## src/source/axis_demux_pkg.sv

```systemverilog
/* Stream field widths, field types and the route FSM encoding for the demux.
 * Imported by every design module that uses one of these types.
 */
package axis_demux_pkg;

    localparam int TDATA_BYTES = 4;
    localparam int TUSER_WIDTH = 8;
    localparam int TID_WIDTH   = 4;
    localparam int TDEST_WIDTH = 4;

    // Largest table that map_default builds
    localparam int MAX_OUTPUTS = 16;

    typedef logic [TDATA_BYTES*8-1:0] tdata_t;
    typedef logic [TDATA_BYTES-1:0]   tbyte_t;  // tkeep and tstrb
    typedef logic [TUSER_WIDTH-1:0]   tuser_t;
    typedef logic [TID_WIDTH-1:0]     tid_t;
    typedef logic [TDEST_WIDTH-1:0]   tdest_t;

    // All payload fields of one beat packed together, tready and tvalid excluded
    localparam int BEAT_WIDTH = $bits(tdata_t) + 2 * $bits(tbyte_t) + 1
                              + $bits(tdest_t) + $bits(tuser_t) + $bits(tid_t);

    typedef logic [BEAT_WIDTH-1:0] beat_t;

    typedef enum logic [1:0] {
        ROUTE_IDLE,     // Waiting for the first beat of a packet
        ROUTE_FORWARD,  // Route locked to one output
        ROUTE_DROP      // Unmatched packet, beats consumed
    } route_state_t;

    // Entry i selects output i for field value i+16
    function automatic logic [MAX_OUTPUTS-1:0][TUSER_WIDTH-1:0] map_default();
        logic [MAX_OUTPUTS-1:0][TUSER_WIDTH-1:0] map;
        for (int i = 0; i < MAX_OUTPUTS; i++) begin
            map[i] = TUSER_WIDTH'(i + 16);
        end
        return map;
    endfunction

endpackage

```

## src/source/axis_demux_top.sv

```systemverilog
`timescale 1ns/10ps

/* AXI4-Stream demux: one receive stream routed whole-packet to OUTPUTS
 * transmit streams. Skid buffer, route lookup and one slice per output.
 */
module axis_demux_top import axis_demux_pkg::*; #(
    parameter int OUTPUTS = 4,
    parameter int USE_TID = 0,
    parameter logic [OUTPUTS-1:0][TUSER_WIDTH-1:0] MAP =
        (OUTPUTS * TUSER_WIDTH)'(map_default())
) (
    input  logic                 aclk,
    input  logic                 reset,
    // Receive stream
    input  logic                 rx_tvalid,
    output logic                 rx_tready,
    input  tdata_t               rx_tdata,
    input  tbyte_t               rx_tkeep,
    input  tbyte_t               rx_tstrb,
    input  logic                 rx_tlast,
    input  tdest_t               rx_tdest,
    input  tuser_t               rx_tuser,
    input  tid_t                 rx_tid,
    // Transmit streams, one entry per output
    output logic   [OUTPUTS-1:0] tx_tvalid,
    input  logic   [OUTPUTS-1:0] tx_tready,
    output tdata_t [OUTPUTS-1:0] tx_tdata,
    output tbyte_t [OUTPUTS-1:0] tx_tkeep,
    output tbyte_t [OUTPUTS-1:0] tx_tstrb,
    output logic   [OUTPUTS-1:0] tx_tlast,
    output tdest_t [OUTPUTS-1:0] tx_tdest,
    output tuser_t [OUTPUTS-1:0] tx_tuser,
    output tid_t   [OUTPUTS-1:0] tx_tid
);
    logic   skid_tvalid;
    logic   skid_tready;
    tdata_t skid_tdata;
    tbyte_t skid_tkeep;
    tbyte_t skid_tstrb;
    logic   skid_tlast;
    tdest_t skid_tdest;
    tuser_t skid_tuser;
    tid_t   skid_tid;

    logic [OUTPUTS-1:0] route_tvalid;
    logic [OUTPUTS-1:0] route_tready;
    tdata_t             route_tdata;  // Payload is broadcast to every slice
    tbyte_t             route_tkeep;
    tbyte_t             route_tstrb;
    logic               route_tlast;
    tdest_t             route_tdest;
    tuser_t             route_tuser;
    tid_t               route_tid;

    axis_rx_skid u_skid (
        .aclk(aclk), .reset(reset),
        .in_tvalid(rx_tvalid), .in_tready(rx_tready), .in_tdata(rx_tdata),
        .in_tkeep(rx_tkeep), .in_tstrb(rx_tstrb), .in_tlast(rx_tlast),
        .in_tdest(rx_tdest), .in_tuser(rx_tuser), .in_tid(rx_tid),
        .out_tvalid(skid_tvalid), .out_tready(skid_tready), .out_tdata(skid_tdata),
        .out_tkeep(skid_tkeep), .out_tstrb(skid_tstrb), .out_tlast(skid_tlast),
        .out_tdest(skid_tdest), .out_tuser(skid_tuser), .out_tid(skid_tid)
    );

    axis_route_lookup #(
        .OUTPUTS(OUTPUTS),
        .USE_TID(USE_TID),
        .MAP(MAP)
    ) u_lookup (
        .aclk(aclk), .reset(reset),
        .in_tvalid(skid_tvalid), .in_tready(skid_tready), .in_tdata(skid_tdata),
        .in_tkeep(skid_tkeep), .in_tstrb(skid_tstrb), .in_tlast(skid_tlast),
        .in_tdest(skid_tdest), .in_tuser(skid_tuser), .in_tid(skid_tid),
        .out_tvalid(route_tvalid), .out_tready(route_tready), .out_tdata(route_tdata),
        .out_tkeep(route_tkeep), .out_tstrb(route_tstrb), .out_tlast(route_tlast),
        .out_tdest(route_tdest), .out_tuser(route_tuser), .out_tid(route_tid)
    );

    for (genvar k = 0; k < OUTPUTS; k++) begin : g_tx
        axis_tx_slice u_slice (
            .aclk(aclk), .reset(reset),
            .in_tvalid(route_tvalid[k]), .in_tready(route_tready[k]),
            .in_tdata(route_tdata), .in_tkeep(route_tkeep), .in_tstrb(route_tstrb),
            .in_tlast(route_tlast), .in_tdest(route_tdest), .in_tuser(route_tuser),
            .in_tid(route_tid),
            .out_tvalid(tx_tvalid[k]), .out_tready(tx_tready[k]),
            .out_tdata(tx_tdata[k]), .out_tkeep(tx_tkeep[k]), .out_tstrb(tx_tstrb[k]),
            .out_tlast(tx_tlast[k]), .out_tdest(tx_tdest[k]), .out_tuser(tx_tuser[k]),
            .out_tid(tx_tid[k])
        );
    end

endmodule

```

## src/source/axis_route_lookup.sv

```systemverilog
`timescale 1ns/10ps

/* Route lookup between the skid buffer and the transmit slices.
 * Matches the first beat of each packet against MAP, locks the route until
 * tlast and consumes packets that match nothing. Purely combinational datapath.
 */
module axis_route_lookup import axis_demux_pkg::*; #(
    parameter int OUTPUTS = 4,
    parameter int USE_TID = 0,
    parameter logic [OUTPUTS-1:0][TUSER_WIDTH-1:0] MAP =
        (OUTPUTS * TUSER_WIDTH)'(map_default())
) (
    input  logic               aclk,
    input  logic               reset,
    // From the skid buffer
    input  logic               in_tvalid,
    output logic               in_tready,
    input  tdata_t             in_tdata,
    input  tbyte_t             in_tkeep,
    input  tbyte_t             in_tstrb,
    input  logic               in_tlast,
    input  tdest_t             in_tdest,
    input  tuser_t             in_tuser,
    input  tid_t               in_tid,
    // One valid per slice, payload shared by all of them
    output logic [OUTPUTS-1:0] out_tvalid,
    input  logic [OUTPUTS-1:0] out_tready,
    output tdata_t             out_tdata,
    output tbyte_t             out_tkeep,
    output tbyte_t             out_tstrb,
    output logic               out_tlast,
    output tdest_t             out_tdest,
    output tuser_t             out_tuser,
    output tid_t               out_tid
);
    localparam int IDX_W = $clog2(OUTPUTS);

    route_state_t     state;
    logic [IDX_W-1:0] lock_idx;
    logic [IDX_W-1:0] match_idx;
    logic [IDX_W-1:0] sel_idx;
    logic             match_hit;
    logic             forward;
    logic             in_fire;
    tuser_t           route_field;

    // tid is zero extended to the table entry width
    assign route_field = (USE_TID != 0) ? tuser_t'(in_tid) : in_tuser;

    // Scan from the top so the lowest matching entry is left standing
    always_comb begin
        match_hit = 1'b0;
        match_idx = '0;
        for (int i = OUTPUTS - 1; i >= 0; i--) begin
            if (route_field == MAP[i]) begin
                match_hit = 1'b1;
                match_idx = IDX_W'(i);
            end
        end
    end

    assign forward = (state == ROUTE_FORWARD) || (state == ROUTE_IDLE && match_hit);
    assign sel_idx = (state == ROUTE_FORWARD) ? lock_idx : match_idx;

    always_comb begin
        for (int i = 0; i < OUTPUTS; i++) begin
            out_tvalid[i] = in_tvalid && forward && (sel_idx == IDX_W'(i));
        end
    end

    // Ready follows the selected slice, dropped beats always go through
    assign in_tready = forward ? out_tready[sel_idx] : 1'b1;
    assign in_fire   = in_tvalid && in_tready;

    always_ff @(posedge aclk) begin
        if (reset) begin
            state    <= ROUTE_IDLE;
            lock_idx <= '0;
        end else if (in_fire) begin
            case (state)
                ROUTE_IDLE: begin
                    if (!in_tlast) begin  // Single-beat packets need no lock
                        state    <= match_hit ? ROUTE_FORWARD : ROUTE_DROP;
                        lock_idx <= match_idx;
                    end
                end
                ROUTE_FORWARD, ROUTE_DROP: begin
                    if (in_tlast) begin
                        state <= ROUTE_IDLE;
                    end
                end
                default: state <= ROUTE_IDLE;
            endcase
        end
    end

    assign out_tdata = in_tdata;
    assign out_tkeep = in_tkeep;
    assign out_tstrb = in_tstrb;
    assign out_tlast = in_tlast;
    assign out_tdest = in_tdest;
    assign out_tuser = in_tuser;
    assign out_tid   = in_tid;

    assert property (@(posedge aclk) disable iff (reset) $onehot0(out_tvalid));

    // A locked route stays on the same real slice until its tlast beat goes through
    assert property (@(posedge aclk) disable iff (reset)
        state == ROUTE_FORWARD && !(in_fire && in_tlast)
            |=> state == ROUTE_FORWARD && $stable(lock_idx) && int'(lock_idx) < OUTPUTS);

endmodule

```

## src/source/axis_rx_skid.sv

```systemverilog
`timescale 1ns/10ps

/* Input side of the demux. Two-entry skid buffer on the receive stream,
 * so the ready seen by the upstream source comes straight from a flop.
 */
module axis_rx_skid import axis_demux_pkg::*; (
    input  logic   aclk,
    input  logic   reset,
    // Receive side
    input  logic   in_tvalid,
    output logic   in_tready,
    input  tdata_t in_tdata,
    input  tbyte_t in_tkeep,
    input  tbyte_t in_tstrb,
    input  logic   in_tlast,
    input  tdest_t in_tdest,
    input  tuser_t in_tuser,
    input  tid_t   in_tid,
    // Towards the route lookup
    output logic   out_tvalid,
    input  logic   out_tready,
    output tdata_t out_tdata,
    output tbyte_t out_tkeep,
    output tbyte_t out_tstrb,
    output logic   out_tlast,
    output tdest_t out_tdest,
    output tuser_t out_tuser,
    output tid_t   out_tid
);
    beat_t in_beat;
    beat_t main_beat;
    beat_t spare_beat;
    logic  main_valid;
    logic  spare_valid;
    logic  in_fire;
    logic  out_fire;

    assign in_beat  = {in_tdata, in_tkeep, in_tstrb, in_tlast, in_tdest, in_tuser, in_tid};
    assign in_fire  = in_tvalid && in_tready;
    assign out_fire = main_valid && out_tready;

    // Only low while the spare holds a beat
    assign in_tready = ~spare_valid;

    always_ff @(posedge aclk) begin
        if (reset) begin
            main_valid  <= 1'b0;
            spare_valid <= 1'b0;
        end else if (spare_valid) begin
            if (out_fire) begin
                spare_valid <= 1'b0;  // Main refills from spare
            end
        end else if (in_fire) begin
            if (main_valid && !out_tready) begin
                spare_valid <= 1'b1;  // Late beat caught while main stalls
            end else begin
                main_valid <= 1'b1;
            end
        end else if (out_fire) begin
            main_valid <= 1'b0;
        end
    end

    always_ff @(posedge aclk) begin
        if (spare_valid) begin
            if (out_fire) begin
                main_beat <= spare_beat;
            end
        end else if (in_fire) begin
            if (main_valid && !out_tready) begin
                spare_beat <= in_beat;
            end else begin
                main_beat <= in_beat;
            end
        end
    end

    assign out_tvalid = main_valid;
    assign {out_tdata, out_tkeep, out_tstrb, out_tlast, out_tdest, out_tuser, out_tid} = main_beat;

    // A stalled beat stays offered, unchanged, until the lookup takes it
    assert property (@(posedge aclk) disable iff (reset)
        out_tvalid && !out_tready |=> out_tvalid && $stable(main_beat));

endmodule

```

## src/source/axis_tx_slice.sv

```systemverilog
`timescale 1ns/10ps

/* One-entry register slice in front of a single transmit stream.
 * Runs at full rate: it takes a new beat in the cycle the old one leaves.
 */
module axis_tx_slice import axis_demux_pkg::*; (
    input  logic   aclk,
    input  logic   reset,
    // From the route lookup
    input  logic   in_tvalid,
    output logic   in_tready,
    input  tdata_t in_tdata,
    input  tbyte_t in_tkeep,
    input  tbyte_t in_tstrb,
    input  logic   in_tlast,
    input  tdest_t in_tdest,
    input  tuser_t in_tuser,
    input  tid_t   in_tid,
    // Transmit side
    output logic   out_tvalid,
    input  logic   out_tready,
    output tdata_t out_tdata,
    output tbyte_t out_tkeep,
    output tbyte_t out_tstrb,
    output logic   out_tlast,
    output tdest_t out_tdest,
    output tuser_t out_tuser,
    output tid_t   out_tid
);
    beat_t in_beat;
    beat_t hold_beat;
    logic  hold_valid;
    logic  in_fire;

    assign in_beat = {in_tdata, in_tkeep, in_tstrb, in_tlast, in_tdest, in_tuser, in_tid};

    // Empty, or emptying in this very cycle
    assign in_tready = ~hold_valid || out_tready;
    assign in_fire   = in_tvalid && in_tready;

    always_ff @(posedge aclk) begin
        if (reset) begin
            hold_valid <= 1'b0;
        end else if (in_fire) begin
            hold_valid <= 1'b1;
        end else if (out_tready) begin
            hold_valid <= 1'b0;
        end
    end

    always_ff @(posedge aclk) begin
        if (in_fire) begin
            hold_beat <= in_beat;
        end
    end

    assign out_tvalid = hold_valid;
    assign {out_tdata, out_tkeep, out_tstrb, out_tlast, out_tdest, out_tuser, out_tid} = hold_beat;

    // Downstream may sample late, so a waiting beat must not change
    assert property (@(posedge aclk) disable iff (reset)
        out_tvalid && !out_tready |=> out_tvalid && $stable(hold_beat));

endmodule
```

## config.mk

```make
export PLATFORM = sky130hd
export DESIGN_NAME = axis_demux_top
export DESIGN_NICKNAME = d
export VERILOG_FILES = /design/src/source/axis_demux_pkg.sv /design/src/source/axis_demux_top.sv /design/src/source/axis_route_lookup.sv /design/src/source/axis_rx_skid.sv /design/src/source/axis_tx_slice.sv
export SDC_FILE = /design/constraint.sdc
export NUM_CORES = 1
export LEC_CHECK = 0
export ABC_AREA = 0
export ABC_CLOCK_PERIOD_IN_PS = 12690
export CAP_MARGIN = 10
export CORE_UTILIZATION = 25
export DETAILED_ROUTE_END_ITERATION = 8
export DONT_BUFFER_PORTS = 1
export GPL_TIMING_DRIVEN = 0
export SLEW_MARGIN = 10
export SYNTH_ARGS = -nofsm -noshare
export SYNTH_HDL_FRONTEND = slang
export SYNTH_HIERARCHICAL = 1
export SYNTH_SLANG_ARGS = --single-unit
```

## constraint.sdc

```tcl
create_clock -name aclk -period 12.69 [get_ports aclk]
set_input_delay 1.269 -clock aclk [delete_from_list [all_inputs] [get_ports aclk]]
set_output_delay 1.269 -clock aclk [all_outputs]
set_load 0.005 [all_outputs]
```

==> reports/metrics.yaml <==
outcome:
  status: "finished, final reports clean"
timing:
  holdWs_ps: 498
  fin_setup_tns_ps: 0
  setup_violations: 0
  finalMaxSlewViolations: 0
  rsz0062_at_grt: "false"
  finalCriticalPeriod_ps: 3430
  finalHoldViolations: 0
  finalCritPeriodShare_pct: 27.0
  fmax_mhz: 292
  worst_pin_slew_ps: 985
  max-slew-margin-rel_pct: 34.3
  post-route-worst-setup-slack_ps: 9260
  fin_worst_skew_ps: 27.7
die:
  start_util_pct: 25.4
  die_h_um: 225
  ios: 297
  coreArea_um2: 49100
  dieWidth_um: 225
  row_count: 81
  die_area_um2: 50800
yosys:
  yosysTopAreaCell: "edfxtp_1"
  synthesis.area_um2: 12500
  synth.area.top_cells: "edfxtp_1 82%, mux2_4 6.7%, buf_4 3.4%, dfxtp_1 1.6%, buf_6 0.63%"
  synth.distinct_cells: 40
  synth_top_area_share_pct: 82.3
  ys.flop_type: "edfxtp_1"
  seq_area_frac_synth_pct: 83.9
  synthTopCellsByCount: "342 x edfxtp_1, 57 x buf_4, 56 x mux2_4"
  synth_fp_nets: 628
  avgSynthCellArea_um2: 22.2
  synthArstFlopShare_pct: 0
  synth_edf_count: 342
  yosysMostFrequentCell: "edfxtp_1"
  ys_warn_count: 6
  synthCells: 562
  synth-seq-cells: 352
worst_setup_path:
  crit_family: "compound AO/OA/AOI/OAI gates"
  critPathCapture: "u_skid/main_beat[27]$_DFFE_PP_"
  worstRegToRegCells: 10
  critPathMaxStageDelay_ps: 700
  crit_chain: "inv_1 -> ha_1 -> clkbuf_1 -> a221oi_1 -> a211oi_1 -> o22ai_1 -> inv_1 -> a21oi_4 -> buf_16 -> buf_12"
  r2r-start: "u_lookup/state[1]$_SDFFE_PP0P_"
  crit_top_cell: "inv_1"
  worst_r2r_endpoint: "u_skid/main_beat[27]$_DFFE_PP_"
  cp-start-kind: "flop"
  critPathCaptureType: "flop"
  crit_slowest_cell: "a21oi_4"
  arrival_ps: 3650
  path_buf_inv: 5
  critical_path_class: "reg2reg"
  cp.depth: 10
  crit_start: "u_lookup/state[1]$_SDFFE_PP0P_"
  worstPathRequired_ps: 12910
  regToRegSetupSlack_ps: 9260
  crit_fanout: 21
grt:
  antenna_found_initial: 1
  grt_pass1_vias: 5170
  grt_use_met2_pct: 15.3
  track_usage_pct: 9.32
  met1_usage_pct: 10.7
  grt.met3_usage_pct: 3.10
  top_usage_layer: "met2"
  grt-ovfl-total: 0
  grt_pass1_wl_um: 34400
  grt_max_degree: 58
placed_design:
  place_area_um2: 13400
  pre_cts_ws_ps: 8850
  dp_hpwl_um: 15300
  place.port_buffers: 0
  gp_congestion: 0.747
final_layout:
  finalNetCount: 670
  final_area_um2: 14600
  syn2layout_area_growth_pct: 17.2
  layout-drive-gt1-share_pct: 32.0
drt:
  avgViaCountPerCell: 3.84
  firstDrtPassIters: 4
  drt_iter0_drc: 227
  vias: 4976
  totalWireLength_um: 24200
  drc: 0
  wire_per_inst_um: 18.6
  final_antenna_net_count: 0
pwr:
  ir_worst_vdd_v: 0.0000731
  power_frac_comb_pct: 3.1
  p_seq_share_pct: 53.2
  power.share.clock_pct: 43.7
  leakage_nw: 4.75
  powerDensity_nw_per_um2: 168
  power_mw: 2.45
  p_int_mw: 1.95
  netSwitchingPower_mw: 0.501
  switching_share_pct: 20.4
clocking:
  clk_latency_ps: 550
  clkSinkCount: 352
  cts_resized: 0
  ctsHtreeMaxLevel: 2
  clock_path_buffers: 3
  tritoncts: "done"
  path_clk_slew_ps: 60
  cts_setup_buffers: 0
  cts_made_buffers: 37
  cts_hold_buf: 0
  clock-root-buffer: "clkbuf_16"
hold_path:
  hold_path_class: "reg2reg"
flow_run:
  cap_violations: 0
==> sequential cells by signal, indices dropped and copies added, names as in the netlist <==
name                     flops
u_skid/main_beat            57
u_lookup/state               2
u_lookup/lock_idx            2
u_skid/spare_beat           57
u_skid/out_tvalid            1
u_skid/spare_valid           1
g_tx.u_slice/out_tvalid      4
g_tx.u_slice/hold_beat     228
==> layer usage <==
metal,share of wire (%),routed length (um),vias to the layer above
li1,-,-,2222
met1,41,9800,2502
met2,49,11800,211
met3,7.8,1880,39
met4,2.8,680,2
met5,0.050,12,-
==> kinds of logic (layout without fill, tap and decap cells) <==
kind of cell             after synthesis  in the layout  synth area share [%]
flip-flops                           352            352                  83.9
adder cells (fa/ha/maj)                2              2                 0.201
multiplexers                          61             61                  7.15
AO/OA/AOI/OAI                         27             27                  1.76
buffers and inverters                 77            147                  4.45
AND/OR/NAND/NOR                       43             43                  2.49
other                                  0              1                     0
==> power groups by stage <==
| stage | Combinational (mW) | Clock (mW) | Sequential, mW |
|---|---|---|---|
| finish | 0.0760 | 1.07 | 1.30 |
| global route | 0.0837 | 1.15 | 1.31 |
| global placement | 0.0723 | 0 | 1.33 |
| floorplan | 0.0600 | 0 | 1.33 |
| detailed placement | 0.0776 | 0 | 1.33 |
| CTS | 0.0779 | 1.11 | 1.30 |
==> how the worst min path moves through the flow <==
stage | startpoint | end | slack [ps] | cells after the start
floorplan | u_lookup/lock_idx[1]$_SDFFE_PP0P_ | u_lookup/lock_idx[1]$_SDFFE_PP0P_ | 460 | 2
global placement | u_lookup/lock_idx[1]$_SDFFE_PP0P_ | u_lookup/lock_idx[1]$_SDFFE_PP0P_ | 480 | 2
detailed placement | u_lookup/lock_idx[1]$_SDFFE_PP0P_ | u_lookup/lock_idx[1]$_SDFFE_PP0P_ | 490 | 2
CTS | u_lookup/lock_idx[1]$_SDFFE_PP0P_ | u_lookup/lock_idx[1]$_SDFFE_PP0P_ | 500 | 2
global route | u_lookup/lock_idx[1]$_SDFFE_PP0P_ | u_lookup/lock_idx[1]$_SDFFE_PP0P_ | 540 | 2
finish | u_lookup/lock_idx[1]$_SDFFE_PP0P_ | u_lookup/lock_idx[1]$_SDFFE_PP0P_ | 500 | 2
==> worst min-delay path: cells and delay by family, from the launching register on <==
kind | cells | cell delay, ps
simple gates | 1 | 70
flops | 1 | 320
mux | 1 | 60
==> through the flow <==
stage / utilization, % / instances
3_5_place_dp: 27.3 / 1229
2_1_floorplan: - / 562
6_report: 29.8 / 1297
5_1_grt: 29.8 / 1296
4_1_cts: 29.8 / 1296
3_3_place_gp: 27.1 / 1226
==> area by class of cell <==
class	instances	area, um^2
diodes	1	2.50
plain buffers	66	514
clock buffers	42	945
clock inverters	25	277
fillers	4777	34400
inverters	11	41.3
multi-input cells	133	1460
flip-flops and latches	352	10500
well taps	664	831
repair buffers	3	75.1
==> cell usage in the layout (no fill, tap or decap), types with 3 or more instances in the layout <==
master      count
edfxtp_1      342
buf_4          57
mux2_4         56
clkbuf_16      37
inv_1          11
dfxtp_1        10
inv_6           8
nor2_1          8
clkbuf_1        7
buf_6           7
nand2_1         5
nand2b_1        5
clkinv_2        4
nand2b_4        4
and2_4          4
a21oi_2         4
mux2i_1         4
clkinv_4        3
bufinv_16       3
clkinvlp_4      3
nor2b_1         3
a211oi_1        3
nand3b_1        3
nand3_1         3
Power figures use the tool's default switching activity.
